## config.mk

```make
export PLATFORM = sky130hd
export DESIGN_NAME = mem_axi3_adapter
export DESIGN_NICKNAME = d
export VERILOG_FILES = /design/src/logic/axi3_pkg.sv /design/src/logic/mem_pkg.sv /design/src/logic/mem_axi3_adapter.sv /design/src/logic/mem_txn_channel.sv
export SDC_FILE = /design/constraint.sdc
export NUM_CORES = 1
export LEC_CHECK = 0
export BUFFER_PORTS_ARGS = -buffer_cell sky130_fd_sc_hd__buf_2
export CAP_MARGIN = 0
export CORE_AREA = 5 5 157 159
export DETAILED_ROUTE_END_ITERATION = 7
export DIE_AREA = 0 0 162 164
export PLACE_DENSITY = 0.7
export SYNTH_ARGS = -nofsm -noshare
export SYNTH_HDL_FRONTEND = slang
export SYNTH_SLANG_ARGS = --single-unit
```

## constraint.sdc

```tcl
create_clock -name clk -period 10.35 [get_ports clk]
set_input_delay 1.5525 -clock clk [delete_from_list [all_inputs] [get_ports clk]]
set_output_delay 1.5525 -clock clk [all_outputs]
set_load 0.005 [all_outputs]
```

## src/logic/axi3_pkg.sv

```systemverilog
// ------------------------------
// AXI3 bus definitions
// Widths, field encodings and the five channel bundles
// ------------------------------
`default_nettype none

package axi3_pkg;

    // Widths
    localparam int AXI_ADDR_WID   = 32;
    localparam int AXI_DATA_BYTES = 8;
    localparam int AXI_DATA_WID   = AXI_DATA_BYTES * 8;
    localparam int BYTE_SEL_WID   = $clog2(AXI_DATA_BYTES);
    localparam int AXI_ID_WID     = 4;
    localparam int AXI_LEN_WID    = 4;

    // Field encodings
    // ------------------------------
    typedef enum logic [2:0] {
        SIZE_1BYTE    = 3'd0,
        SIZE_2BYTES   = 3'd1,
        SIZE_4BYTES   = 3'd2,
        SIZE_8BYTES   = 3'd3,
        SIZE_16BYTES  = 3'd4,
        SIZE_32BYTES  = 3'd5,
        SIZE_64BYTES  = 3'd6,
        SIZE_128BYTES = 3'd7
    } axsize_e;

    typedef enum logic [1:0] {
        BURST_FIXED = 2'b00,
        BURST_INCR  = 2'b01,
        BURST_WRAP  = 2'b10,
        BURST_RSVD  = 2'b11
    } burst_e;

    typedef enum logic [1:0] {
        RESP_OKAY   = 2'b00,
        RESP_EXOKAY = 2'b01,
        RESP_SLVERR = 2'b10,
        RESP_DECERR = 2'b11
    } resp_e;

    // Channel bundles
    // ------------------------------
    // Address bundle, same shape on AW and AR
    typedef struct packed {
        logic [AXI_ID_WID-1:0]   id;
        logic [AXI_ADDR_WID-1:0] addr;
        logic [AXI_LEN_WID-1:0]  len;
        axsize_e                 size;
        burst_e                  burst;
    } ax_t;

    typedef ax_t aw_t;
    typedef ax_t ar_t;

    typedef struct packed {
        logic [AXI_DATA_WID-1:0]   data;
        logic [AXI_DATA_BYTES-1:0] strb;
        logic                      last;
    } w_t;

    typedef struct packed {
        resp_e resp;
    } b_t;

    typedef struct packed {
        logic [AXI_DATA_WID-1:0] data;
        resp_e                   resp;
        logic                    last;
    } r_t;

endpackage : axi3_pkg

`default_nettype wire

```

## src/logic/mem_pkg.sv

```systemverilog
// ------------------------------
// Upstream memory port definitions
// Word-addressed request and response structs
// ------------------------------
`default_nettype none

package mem_pkg;

    localparam int WORD_ADDR_WID = 16;
    // One memory word fills the whole AXI data bus
    localparam int DATA_WID      = axi3_pkg::AXI_DATA_BYTES * 8;

    // Requests
    typedef struct packed {
        logic [WORD_ADDR_WID-1:0] addr;
        logic [DATA_WID-1:0]      data;
    } wr_req_t;

    typedef struct packed {
        logic [WORD_ADDR_WID-1:0] addr;
    } rd_req_t;

    // Responses
    typedef struct packed {
        axi3_pkg::resp_e resp;
    } wr_rsp_t;

    typedef struct packed {
        axi3_pkg::resp_e     resp;
        logic [DATA_WID-1:0] data;
    } rd_rsp_t;

endpackage : mem_pkg

`default_nettype wire

```

## src/logic/mem_axi3_adapter.sv

```systemverilog
// ------------------------------
// Memory port to AXI3 bridge
// Maps word-addressed write and read ports onto
// single-beat AXI3 bursts, one tracker per direction
// ------------------------------
`timescale 1ns/1ps
`default_nettype none

module mem_axi3_adapter #(
    parameter int WR_TIMEOUT = 64,
    parameter int RD_TIMEOUT = 64
) (
    input  logic              clk,
    input  logic              srst,

    // Upstream write port
    input  logic              wr_req,
    input  mem_pkg::wr_req_t  wr,
    output logic              wr_rdy,
    output logic              wr_ack,
    output mem_pkg::wr_rsp_t  wr_rsp,

    // Upstream read port
    input  logic              rd_req,
    input  mem_pkg::rd_req_t  rd,
    output logic              rd_rdy,
    output logic              rd_ack,
    output mem_pkg::rd_rsp_t  rd_rsp,

    // AXI3 write channels
    output axi3_pkg::aw_t     aw,
    output logic              awvalid,
    input  logic              awready,
    output axi3_pkg::w_t      w,
    output logic              wvalid,
    input  logic              wready,
    input  axi3_pkg::b_t      b,
    input  logic              bvalid,
    output logic              bready,

    // AXI3 read channels
    output axi3_pkg::ar_t     ar,
    output logic              arvalid,
    input  logic              arready,
    input  axi3_pkg::r_t      r,
    input  logic              rvalid,
    output logic              rready
);

    localparam mem_pkg::wr_rsp_t WR_TIMEOUT_RSP = '{resp: axi3_pkg::RESP_SLVERR};
    localparam mem_pkg::rd_rsp_t RD_TIMEOUT_RSP = '{resp: axi3_pkg::RESP_SLVERR, data: '0};

    mem_pkg::wr_req_t wr_pkt;
    mem_pkg::rd_req_t rd_pkt;
    mem_pkg::wr_rsp_t b_rsp;
    mem_pkg::rd_rsp_t r_rsp;
    logic [1:0]       wr_chan_valid;

    // Word address to byte address, upper bits zero
    function automatic logic [axi3_pkg::AXI_ADDR_WID-1:0] byte_addr(
        input logic [mem_pkg::WORD_ADDR_WID-1:0] word_addr
    );
        logic [axi3_pkg::AXI_ADDR_WID-1:0] addr;
        addr = '0;
        addr[axi3_pkg::BYTE_SEL_WID +: mem_pkg::WORD_ADDR_WID] = word_addr;
        return addr;
    endfunction

    // Write path
    // ------------------------------
    // AW on channel 0, W on channel 1
    mem_txn_channel #(
        .REQ_T       (mem_pkg::wr_req_t),
        .RSP_T       (mem_pkg::wr_rsp_t),
        .NUM_REQ_CH  (2),
        .TIMEOUT     (WR_TIMEOUT),
        .TIMEOUT_RSP (WR_TIMEOUT_RSP)
    ) u_wr_chan (
        .clk          (clk),
        .srst         (srst),
        .req          (wr_req),
        .req_payload  (wr),
        .rdy          (wr_rdy),
        .ack          (wr_ack),
        .rsp          (wr_rsp),
        .chan_valid   (wr_chan_valid),
        .chan_ready   ({wready, awready}),
        .chan_payload (wr_pkt),
        .rsp_valid    (bvalid),
        .rsp_ready    (bready),
        .rsp_payload  (b_rsp)
    );

    assign awvalid = wr_chan_valid[0];
    assign wvalid  = wr_chan_valid[1];

    assign aw = '{
        id:    '0,
        addr:  byte_addr(wr_pkt.addr),
        len:   '0,
        size:  axi3_pkg::SIZE_8BYTES,
        burst: axi3_pkg::BURST_INCR
    };
    assign w     = '{data: wr_pkt.data, strb: '1, last: 1'b1};
    assign b_rsp = '{resp: b.resp};

    // Read path
    // ------------------------------
    mem_txn_channel #(
        .REQ_T       (mem_pkg::rd_req_t),
        .RSP_T       (mem_pkg::rd_rsp_t),
        .NUM_REQ_CH  (1),
        .TIMEOUT     (RD_TIMEOUT),
        .TIMEOUT_RSP (RD_TIMEOUT_RSP)
    ) u_rd_chan (
        .clk          (clk),
        .srst         (srst),
        .req          (rd_req),
        .req_payload  (rd),
        .rdy          (rd_rdy),
        .ack          (rd_ack),
        .rsp          (rd_rsp),
        .chan_valid   (arvalid),
        .chan_ready   (arready),
        .chan_payload (rd_pkt),
        .rsp_valid    (rvalid),
        .rsp_ready    (rready),
        .rsp_payload  (r_rsp)
    );

    assign ar = '{
        id:    '0,
        addr:  byte_addr(rd_pkt.addr),
        len:   '0,
        size:  axi3_pkg::SIZE_8BYTES,
        burst: axi3_pkg::BURST_INCR
    };
    assign r_rsp = '{resp: r.resp, data: r.data};

endmodule : mem_axi3_adapter

`default_nettype wire

```

## src/logic/mem_txn_channel.sv

```systemverilog
// ------------------------------
// Single-outstanding transaction tracker
// Issues a request on one or more channels, waits for the
// response and acks it, or acks a fixed response on timeout
// ------------------------------
`timescale 1ns/1ps
`default_nettype none

module mem_txn_channel #(
    parameter type REQ_T       = logic,
    parameter type RSP_T       = logic,
    parameter int  NUM_REQ_CH  = 1,
    parameter int  TIMEOUT     = 64,
    parameter RSP_T TIMEOUT_RSP = '0
) (
    input  logic                  clk,
    input  logic                  srst,

    // Upstream
    input  logic                  req,
    input  REQ_T                  req_payload,
    output logic                  rdy,
    output logic                  ack,
    output RSP_T                  rsp,

    // Downstream request channels
    output logic [NUM_REQ_CH-1:0] chan_valid,
    input  logic [NUM_REQ_CH-1:0] chan_ready,
    output REQ_T                  chan_payload,

    // Downstream response channel
    input  logic                  rsp_valid,
    output logic                  rsp_ready,
    input  RSP_T                  rsp_payload
);

    logic accept;
    logic pending;
    logic waiting;
    logic rsp_fire;
    logic timeout;

    assign accept   = req && rdy;
    assign rdy      = !pending;
    // Waiting for the response, ready drops once it is taken
    assign waiting  = pending && rsp_ready;
    assign rsp_fire = waiting && rsp_valid;

    // Transaction state
    // ------------------------------
    always_ff @(posedge clk) begin
        if (srst) begin
            pending <= 1'b0;
        end else if (accept) begin
            pending <= 1'b1;
        end else if (ack) begin
            pending <= 1'b0;
        end
    end

    always_ff @(posedge clk) begin
        if (accept) begin
            chan_payload <= req_payload;
        end
    end

    // Each request channel drops on its own ready
    always_ff @(posedge clk) begin
        if (srst) begin
            chan_valid <= '0;
        end else if (accept) begin
            chan_valid <= '1;
        end else begin
            chan_valid <= chan_valid & ~chan_ready & {NUM_REQ_CH{!timeout}};
        end
    end

    // Timeout
    // ------------------------------
    generate
        if (TIMEOUT > 0) begin : g_timer
            localparam int TIMER_WID = $clog2(TIMEOUT + 1);

            logic [TIMER_WID-1:0] timer;

            always_ff @(posedge clk) begin
                if (srst) begin
                    timer <= '0;
                end else if (accept) begin
                    timer <= '0;
                end else if (waiting && (timer != TIMER_WID'(TIMEOUT))) begin
                    timer <= timer + 1'b1;
                end
            end

            // Fires TIMEOUT cycles after acceptance
            assign timeout = waiting && (timer == TIMER_WID'(TIMEOUT));
        end else begin : g_no_timer
            assign timeout = 1'b0;
        end
    endgenerate

    // Response
    // ------------------------------
    // While idle, stray responses are taken and dropped
    always_ff @(posedge clk) begin
        if (srst) begin
            rsp_ready <= 1'b0;
        end else if (accept) begin
            rsp_ready <= 1'b1;
        end else if (pending) begin
            if (rsp_fire || timeout) begin
                rsp_ready <= 1'b0;
            end
        end else begin
            rsp_ready <= rsp_valid && !rsp_ready;
        end
    end

    always_ff @(posedge clk) begin
        if (srst) begin
            ack <= 1'b0;
        end else begin
            ack <= rsp_fire || timeout;
        end
    end

    // A real response wins over a timeout in the same cycle
    always_ff @(posedge clk) begin
        if (rsp_fire) begin
            rsp <= rsp_payload;
        end else if (timeout) begin
            rsp <= TIMEOUT_RSP;
        end
    end

endmodule : mem_txn_channel

`default_nettype wire

```

==> qor.yml, run 1 <==
setup_path:
  reg2reg_from: "u_rd_chan.g_timer.timer[0]"
  critPathArrivalTime_ps: 2820
  cp_max_fo: 80
  rrSetupSlack_ps: 8070
  cp.required_ps: 10390
  r2r-end: "u_rd_chan.rsp[52]"
  crit_type: "in -> reg"
  cp-start-kind: "primary input"
  cp_slowest_cell: "buf_4"
  r2r_cells: 6
  cp_cell_sequence: "buf_2 -> nand2b_1 -> clkinv_2 -> buf_4"
  crit_start: "wr_req"
  slowest_delay_ps: 760
  cp-end-kind: "flop"
detailed_routing:
  wl_met2_mm: 10.1
  wl_mm: 18.8
  vias: 4583
  wl_per_cell_um: 17.1
  ant_nets: 0
  avgViaCountPerCell: 4.17
  wl_met1_mm: 6.90
  highest_layer: "met4"
  firstDrtPassIters: 4
  met3_wirelength_mm: 1.44
  drtIter0Drc: 270
  drc_errors: 0
hold_path:
  worstHoldEndpoint: "u_rd_chan.g_timer.timer[6]"
  hp-start: "u_rd_chan.g_timer.timer[6]"
  holdPathStages: 2
  min_path_type: "reg -> reg"
floorplanning:
  die_y_um: 164
  core_area_mm2: 0.0231
  dieArea_mm2: 0.0266
  placementRows: 56
  chipWidth_um: 162
  initial_core_util: 0.304
  io-pin-count: 414
global_route:
  grt_max_degree: 81
  grt_pass1_vias: 4618
  grt_pass1_wl_mm: 26.6
  antenna_found_initial: 4
  grt_use_total: 0.134
  grt_overflow: 0
clock_network:
  cts_made_buffers: 17
  cts_resized: 0
  cts_root_buffer: "clkbuf_16"
  clockBufferDepth: 2
  cts_tree: "yes"
  post_cts_buffers: 0
  htreeDepth: 4
  cts_sinks: 187
  cts_hold_buf: 0
  clkTransAtPathRegs_ps: 70
  clock_latency_ps: 430
synthesis:
  synthCells: 440
  synthTopCellsByArea: "edfxtp_1 (70%), buf_4 (7.3%), dfxtp_1 (6.5%)"
  ys_types: 33
  syn-mean-instance-area_um2: 16.0
  synth-seq-cells: 187
  synth_top_area_cell: "edfxtp_1"
  synth_top_area_share: 0.700
  syn-cell-area_mm2: 0.00703
  synth-seq-area-share: 0.766
  yosysWarnings: 0
status:
  outcome: "complete, no violations"
job:
  max_cap_viol_count: 0
placed_design:
  dp_hpwl_mm: 14.7
  gp_congestion: 0.814
  placedCellCount: 1064
  io_buffers: 345
  placed_area_mm2: 0.00884
finish:
  area_growth_pct: 34.5
  finish.instance_area_mm2: 0.00946
  layout.nets: 971
  stdcell_count: 1100
  drive_gt1_frac: 0.483
sta:
  fin_setup_tns_ps: 0
  finalCriticalPeriod_ps: 2780
  setup_viol: 0
  post-route-period-util: 0.269
  relSlewSlack: 0.278
  hold_ws_ps: 496
  hold_viol_final: 0
  worst_slew_pin_slew_ps: 1080
  rsz0062_at_grt: "no"
  fin_worst_skew_ps: 17.2
  final_max_slew_viol_count: 0
  fmax_mhz: 359
pwr:
  vdd.ir_drop.worst_v: 0.000114
  pwr_density_cell_mw_per_mm2: 172
  power.total_mw: 1.63
  leakagePower_nw: 4.03
-- through the flow --
stage / utilization / setup slack (ps)
after CTS: 0.409 / 7570
after detailed placement: 0.382 / 7110
final: 0.409 / 7570
after global placement: 0.382 / 7190
after floorplan: - / 5490
after global routing: 0.409 / 7470
-- placed cells by master (no fill, tap or decap), types with 5 or more instances in the layout --
| cell type | netlist | layout |
|---|---|---|
| a21oi_1 | 17 | 17 |
| and2_1 | 65 | 65 |
| buf_2 | 2 | 345 |
| clkbuf_16 | 0 | 17 |
| conb_1 | 2 | 67 |
| dfxtp_1 | 23 | 23 |
| edfxtp_1 | 164 | 164 |
| inv_1 | 10 | 9 |
| inv_8 | 0 | 5 |
| nand2_1 | 6 | 6 |
| nand2b_1 | 5 | 5 |
| nand3_1 | 13 | 13 |
| nand4_1 | 5 | 5 |
| o21ai_0 | 10 | 10 |
| or3_1 | 8 | 8 |
-- synthesized netlist by cell type --
library cell and count:
nand4_1 5, nand2b_1 5, clkbuf_1 8, inv_1 10, nor3_1 4, mux2i_1 3, mux2_4 1, nor2b_1 3
conb_1 2, o21ai_0 10, buf_4 68, nand3b_1 1, nor2_1 3, and3_1 1, or3_1 8, and3b_2 1
nand2_1 6, a21oi_2 1, a211o_2 2, ha_1 4, nand3_1 13, and2b_1 1, a211o_1 2, buf_2 2
nor4b_4 2, nand4b_1 1, and2_1 65, a32o_1 1, dfxtp_1 23, a21oi_1 17, and4_1 1, edfxtp_1 164
o22ai_1 2
-- cell families after synthesis --
group           after synthesis  share of synthesized area
flops                       187                      0.766
simple gates                120                      0.107
buf+inv                      88                     0.0836
compound gates               35                     0.0290
mux                           4                    0.00640
fa+ha+maj                     4                    0.00712
other cells                   2                    0.00107
-- report_power, final --
part	total, mW	internal, mW	switching [mW]
combinational	0.103	0.0467	0.0565
clock	0.664	0.332	0.331
sequential	0.863	0.853	0.00960
-- routing by layer --
layer | track usage | vias to the layer above
met4 | 0.0488 | 0
met5 | 0 | -
met1 | 0.148 | 2181
met3 | 0.0419 | 19
met2 | 0.243 | 221
li1 | - | 2162
-- area by class of cell --
class,count,area [um2]
Fill cell,2207,13700
Sequential cell,187,5390
Timing Repair Buffer,347,1740
Multi-Input combinational cell,230,1310
Clock buffer,17,425
Tap cell,290,363
Clock inverter,15,185
Inverter,10,38.8
Antenna cell,4,10.0
-- how the worst max path moves through the flow --
stage	cells past startpoint	end	slack [ps]
finish	4	u_wr_chan.chan_payload[1]	7570
global route	4	u_wr_chan.chan_payload[1]	7470
CTS	4	u_wr_chan.chan_payload[1]	7570
detailed placement	4	u_wr_chan.chan_payload[70]	7110
global placement	4	u_wr_chan.chan_payload[70]	7190
floorplan	2	u_rd_chan.rsp[0]	5490
-- worst max-delay path, delay by kind of cell --
family	cells	cell delay [ps]
and+or+nand+nor	1	190
buffers and inverters	3	950
-- state kept, by name (all words and copies together), names as in the netlist, 2 cells and up --
signal	flops
u_rd_chan.rsp	66
u_wr_chan.chan_payload	80
u_rd_chan.g_timer.timer	7
u_rd_chan.chan_payload	16
u_wr_chan.chan_valid	2
u_wr_chan.g_timer.timer	7
u_wr_chan.rsp	2
Power figures use the tool's default switching activity.
==> run 2, diff against run 1 <==
--- a/config.mk
+++ b/config.mk
@@ -10,7 +10,7 @@
 export CORE_AREA = 5 5 157 159
 export DETAILED_ROUTE_END_ITERATION = 7
 export DIE_AREA = 0 0 162 164
-export PLACE_DENSITY = 0.7
+export PLACE_DENSITY = 0.72
 export SYNTH_ARGS = -nofsm -noshare
 export SYNTH_HDL_FRONTEND = slang
 export SYNTH_SLANG_ARGS = --single-unit
==> constraint.sdc (replaced) <==
create_clock -name clk -period 2.32 [get_ports clk]
set_input_delay 0.348 -clock clk [delete_from_list [all_inputs] [get_ports clk]]
set_output_delay 0.348 -clock clk [all_outputs]
set_load 0.005 [all_outputs]
==> run 2 against run 1 <==
  * Critical path depth increased by 2
  * First-iteration DRC count is 17% higher
  * Clock power rose to 4.5 times the previous value
  * Register-to-register slack lost 7700 ps
  * Final area up 0.70%
  * Wire length up 1.8%
  * Total power rose to 4.5 times the previous value
  * Critical endpoint is now u_rd_chan.rsp[52]
  * Sequential share of layout area is 0.40 points lower
  * Critical path type is now reg -> reg
  * Sequential cell count unchanged
  * Non-clock buffer count is 3 higher
==> qor.yml, run 2 (synthesis results as in run 1) <==
sta:
  fin_worst_skew_ps: 12.0  # -5.17 ps
  worst_slew_pin_slew_ps: 961  # -122 ps
  finalCriticalPeriod_ps: 1900
  fmax_mhz: 526
  hold_viol_final: 0  # unchanged
  final_max_slew_viol_count: 0  # unchanged
  relSlewSlack: 0.358  # +0.0809
  rsz0062_at_grt: "no"
  setup_viol: 0  # unchanged
  post-route-period-util: 0.819
  fin_setup_tns_ps: 0  # unchanged
  hold_ws_ps: 86.1  # -410 ps
finish:
  stdcell_count: 1102  # +0.18%
  layout.nets: 974  # +0.31%
  final_common_cell: "buf_2"
  largest_reg_flops: 80  # unchanged
  drive_gt1_frac: 0.487  # +0.00439
  fillers: 2183  # -1.1%
  regMostFlops: "u_wr_chan.chan_payload"
  largestRegisters: "u_wr_chan.chan_payload x80, u_rd_chan.rsp x66, u_rd_chan.chan_payload x16"
  area_growth_pct: 35.5
  regArea_mm2: 0.00539  # unchanged
  layout_common_cells: "buf_2 (345), edfxtp_1 (164), conb_1 (67)"
  finish.instance_area_mm2: 0.00953  # +0.70%
  multi_input_area_mm2: 0.00132  # +0.86%
placed_design:
  gp_congestion: 0.813  # -0.11%
  placed_area_mm2: 0.00891  # +0.83%
  dp_hpwl_mm: 15.0  # +2.3%
  io_buffers: 345  # unchanged
  placedCellCount: 1067  # +0.28%
floorplanning:
  initial_core_util: 0.304  # unchanged
  die_y_um: 164  # unchanged
  io-pin-count: 414  # unchanged
  core_area_mm2: 0.0231  # unchanged
  placementRows: 56  # unchanged
  dieArea_mm2: 0.0266  # unchanged
  chipWidth_um: 162  # unchanged
clock_network:
  post_cts_buffers: 0  # unchanged
  cts_tree: "yes"
  cts_resized: 0  # unchanged
  cts_sinks: 187  # unchanged
  clock_latency_ps: 420  # about the same
  cts_root_buffer: "clkbuf_16"
  clkTransAtPathRegs_ps: 80  # about the same
  cts_made_buffers: 17  # unchanged
  cts_hold_buf: 0  # unchanged
  clockBufferDepth: 2  # unchanged
  htreeDepth: 4  # unchanged
setup_path:
  r2r_cells: 6  # unchanged
  crit_start: "u_rd_chan.g_timer.timer[0]"
  cp_max_fo: 66  # -18%
  slowest_delay_ps: 340  # -420 ps
  critPathArrivalTime_ps: 1980  # -840 ps
  rrSetupSlack_ps: 420  # -7650 ps
  cp-end-kind: "flop"
  cp-start-kind: "flop"
  cp_slowest_cell: "dfxtp_1"
  reg2reg_from: "u_rd_chan.g_timer.timer[0]"
  r2r-end: "u_rd_chan.rsp[52]"
  cp_cell_sequence: "inv_1 -> ha_1 -> nor2b_1 -> a21oi_1 -> nor2_4 -> buf_12"
  cp.required_ps: 2400  # -7990 ps
  crit_type: "reg -> reg"
global_route:
  grt_pass1_vias: 4522  # -2.1%
  antenna_found_initial: 3  # -1
  grt_overflow: 0  # unchanged
  grt_use_total: 0.134  # +0.000511
  grt_pass1_wl_mm: 26.6  # -0.11%
  grt_max_degree: 67  # -17%
pwr:
  seqPwrFrac: 0.528  # about the same
  switching_share: 0.245  # +0.000968
  switchingPower_mw: 1.78  # +350%
  combPwrFrac: 0.066  # +0.003
  vdd.ir_drop.worst_v: 0.000357  # +210%
  p_int_mw: 5.50  # +350%
  pwr_density_cell_mw_per_mm2: 765  # +340%
  power.total_mw: 7.29  # +350%
  pwr-share-clk: 0.406  # about the same
  leakagePower_nw: 4.05  # +0.53%
detailed_routing:
  highest_layer: "met4"
  wl_met2_mm: 10.8  # +6.7%
  firstDrtPassIters: 4  # unchanged
  avgViaCountPerCell: 4.19  # +0.47%
  drc_errors: 0  # unchanged
  met3_wirelength_mm: 1.45  # +0.56%
  wl_mm: 19.2  # +1.8%
  drtIter0Drc: 317  # +17%
  wl_met1_mm: 6.63  # -3.9%
  wl_per_cell_um: 17.4  # +1.6%
  vias: 4613  # +0.65%
  ant_nets: 0  # unchanged
job:
  max_cap_viol_count: 0  # unchanged
status:
  outcome: "complete, no violations"
hold_path:
  min_path_type: "in -> reg"
  holdPathStages: 1  # -1
  hp-start: "wr[0]"
  worstHoldEndpoint: "u_wr_chan.chan_payload[0]"
run 2: changes by cell type in the layout (fill, tap and decap cells not counted), moves of 2 or more:
cell | before | now
inv_6 | 2 | 5
buf_12 | 0 | 3
nor3_2 | 0 | 2
inv_8 | 5 | 3
nor3_1 | 4 | 2
run 2: cell type report:
cell class	count	area share
antenna	3	0.000788
timing repair buffer	350	0.189
sequential	187	0.565
inverter	10	0.00433
multi-input combinational	230	0.139
clock buffer	17	0.0446
tap	290	0.0381
clock inverter	15	0.0189
run 2: power groups by stage:
stage	combinational, mW	clock (mW)	sequential, mW
after floorplan	0.219	0	3.94
after global placement	0.477	0	3.92
after detailed placement	0.487	0	3.92
after CTS	0.488	3.04	3.85
after global routing	0.532	3.19	3.86
final	0.481	2.96	3.85
run 2: per-layer routing:
metal  GRT usage  vias up
li1            -     2161
met1       0.140     2208
met2       0.259      233
met3      0.0351       11
met4      0.0488        0
met5           0        -
run 2: through the flow:
| step | util | setup slack, ps |
|---|---|---|
| final | 0.412 | 419 |
| after global routing | 0.412 | 311 |
| after CTS | 0.412 | 435 |
| after detailed placement | 0.386 | 458 |
| after global placement | 0.386 | 488 |
| after floorplan | - | 0.935 |
run 2: worst max-delay path: cells and delay by family (launching register included):
| kind | cells | cell delay (ps) |
|---|---|---|
| compound gates | 1 | 190 |
| fa+ha+maj | 1 | 130 |
| buf+inv | 2 | 390 |
| flops | 1 | 340 |
| simple gates | 2 | 440 |
run 2: how the worst max path moves through the flow:
stage                   endpoint  slack (ps)  depth (start not counted)
2_1_floorplan   u_rd_chan.rsp[0]         0.9                          5
3_3_place_gp   u_rd_chan.rsp[13]         490                          6
3_5_place_dp    u_rd_chan.rsp[0]         460                          6
4_1_cts         u_rd_chan.rsp[2]         440                          6
5_1_grt        u_rd_chan.rsp[44]         310                          6
6_report       u_rd_chan.rsp[52]         420                          6
==> run 3, diff against run 2 <==
==> constraint.sdc (replaced) <==
create_clock -name clk -period 1.65 [get_ports clk]
set_input_delay 0.2475 -clock clk [delete_from_list [all_inputs] [get_ports clk]]
set_output_delay 0.2475 -clock clk [all_outputs]
set_load 0.005 [all_outputs]
==> run 3 against run 2 <==
  * Sequential cell count unchanged
  * Critical path depth increased by 1
  * Wire length increased by 11%
  * Setup slack got worse by 310 ps
  * Sequential share of layout area decreased by 6.0 points
  * Final cell count increased by 9.9%
  * Clock skew about the same
  * Largest cell class unchanged
==> qor.yml, run 3 (synthesis results as in run 1) <==
floorplanning:
  core_area_mm2: 0.0231  # unchanged
  dieArea_mm2: 0.0266  # unchanged
  die_y_um: 164  # unchanged
  initial_core_util: 0.304  # unchanged
  chipWidth_um: 162  # unchanged
  io-pin-count: 414  # unchanged
  placementRows: 56  # unchanged
finish:
  final_util: 0.461  # +0.0491
  area_growth_pct: 51.6
  largest_reg_flops: 80  # unchanged
  final_common_cell: "buf_2"
  regMostFlops: "u_wr_chan.chan_payload"
  layout.nets: 1082  # +11%
  drive_gt1_frac: 0.451  # -0.0355
  largestRegisters: "u_wr_chan.chan_payload x80, u_rd_chan.rsp x66, u_rd_chan.chan_payload x16"
  layout_common_cells: "buf_2 (345), edfxtp_1 (164), dlygate4sd3_1 (93)"
  fillers: 2039  # -6.6%
setup_path:
  cp-start-kind: "flop"
  cp.required_ps: 1780  # -620 ps
  critPathArrivalTime_ps: 1670  # -310 ps
  cp-end-kind: "flop"
  crit_type: "reg -> reg"
  cp_max_fo: 9  # -86%
global_route:
  grt_max_degree: 67  # unchanged
  grt_use_total: 0.151  # +0.0161
  grt_pass1_wl_mm: 30.2  # +13%
  antenna_found_initial: 5  # +2
  grt_pass1_vias: 5261  # +16%
  grt_overflow: 0  # unchanged
pwr:
  vdd.ir_drop.worst_v: 0.000588  # +65%
  pwr_density_cell_mw_per_mm2: 982  # +28%
  power.total_mw: 10.5  # +44%
  leakagePower_nw: 4.55  # +12%
detailed_routing:
  vias: 5105  # +11%
  wl_mm: 21.2  # +11%
  drtIter0Drc: 263  # -17%
  firstDrtPassIters: 4  # unchanged
  avgViaCountPerCell: 4.22  # +0.70%
  ant_nets: 0  # unchanged
  drc_errors: 0  # unchanged
  wl_per_cell_um: 17.5  # +0.89%
sta:
  fin_setup_tns_ps: 0  # unchanged
  hold_viol_final: 0  # unchanged
  fmax_mhz: 650  # +24%
  final_max_slew_viol_count: 0  # unchanged
  finalCriticalPeriod_ps: 1540  # -363 ps
  hold_ws_ps: 37.5  # -48.6 ps
  post-route-period-util: 0.932  # +0.113
  setup_viol: 0  # unchanged
  rsz0062_at_grt: "no"
  fin_worst_skew_ps: 11.9  # -0.173 ps
status:
  outcome: "complete, no violations"
clock_network:
  cts_made_buffers: 17  # unchanged
  clock_latency_ps: 430  # about the same
  clkTransAtPathRegs_ps: 70  # about the same
  cts_root_buffer: "clkbuf_16"
  clockBufferDepth: 2  # unchanged
  cts_sinks: 187  # unchanged
  cts_tree: "yes"
  htreeDepth: 4  # unchanged
hold_path:
  min_path_type: "in -> reg"
job:
  max_cap_viol_count: 0  # unchanged
placed_design:
  dp_hpwl_mm: 15.6  # +4.2%
  io_buffers: 345  # unchanged
  gp_congestion: 0.838  # +3.1%
[run 3: cell count changes in the layout (fill, tap and decap cells not counted), sizes merged]
cell	before	now
buf	350	364
clkbuf	17	18
clkinv	5	6
diode	3	4
dlygate4sd3	0	93
inv	19	18
[run 3: power breakdown]
group	switching, mW	internal [mW]
Clock	2.06	2.08
Combinational	0.424	0.488
Sequential	0.0715	5.35
Total	2.56	7.92
[run 3: final cells by class]
type	instances	area (um2)	area share
inverter	10	41.3	0.00387
timing repair buffer	458	2910	0.273
tap	290	363	0.0340
antenna	4	10.0	0.000939
multi-input combinational	230	1340	0.126
clock inverter	15	188	0.0176
clock buffer	17	425	0.0399
sequential	187	5390	0.505
[run 3: worst max-delay path: stages (launching register included)]
cell and delay, ps:
dfxtp_1 310, inv_1 70, ha_1 140, nor2b_4 190, a21oi_2 100, nor2_4 110, buf_12 140, buf_4 190
[run 3: final timing paths]
check                                                 from                    endpoint  slack, ps  cells past startpoint
worst max-delay path            u_rd_chan.g_timer.timer[0]           u_rd_chan.rsp[56]        110                      7
worst min-delay path                                wr[28]  u_wr_chan.chan_payload[28]         40                      1
worst max register to register  u_rd_chan.g_timer.timer[0]           u_rd_chan.rsp[56]        110                      7
worst min register to register     u_wr_chan.chan_valid[1]     u_wr_chan.chan_valid[1]        490                      2
[run 3: timing repair]
action	CTS	global route
gates resized for setup	0	1
endpoints found under the hold margin	91	2
setup buffers	0	1
hold buffers	91	2
endpoints found under the setup margin	0	43
[run 3: layer usage]
layer	global-route usage	wire, um	share of wire	vias to the layer above
li1	-	-	-	2380
met1	0.159	7420	0.35	2448
met2	0.286	11800	0.55	244
met3	0.0399	1590	0.075	29
met4	0.0573	454	0.021	4
met5	0	21	0.00099	-
[run 3: stage by stage]
| stage | cell area (um2) | setup WS [ps] | instances |
|---|---|---|---|
| floorplan | 7330 | -584 | 505 |
| global placement | 9050 | 80.3 | 1079 |
| CTS | 10600 | 49.9 | 1202 |
| detailed placement | 9050 | 63.6 | 1079 |
| finish | 10700 | 112 | 1211 |
| global route | 10700 | 22.8 | 1210 |
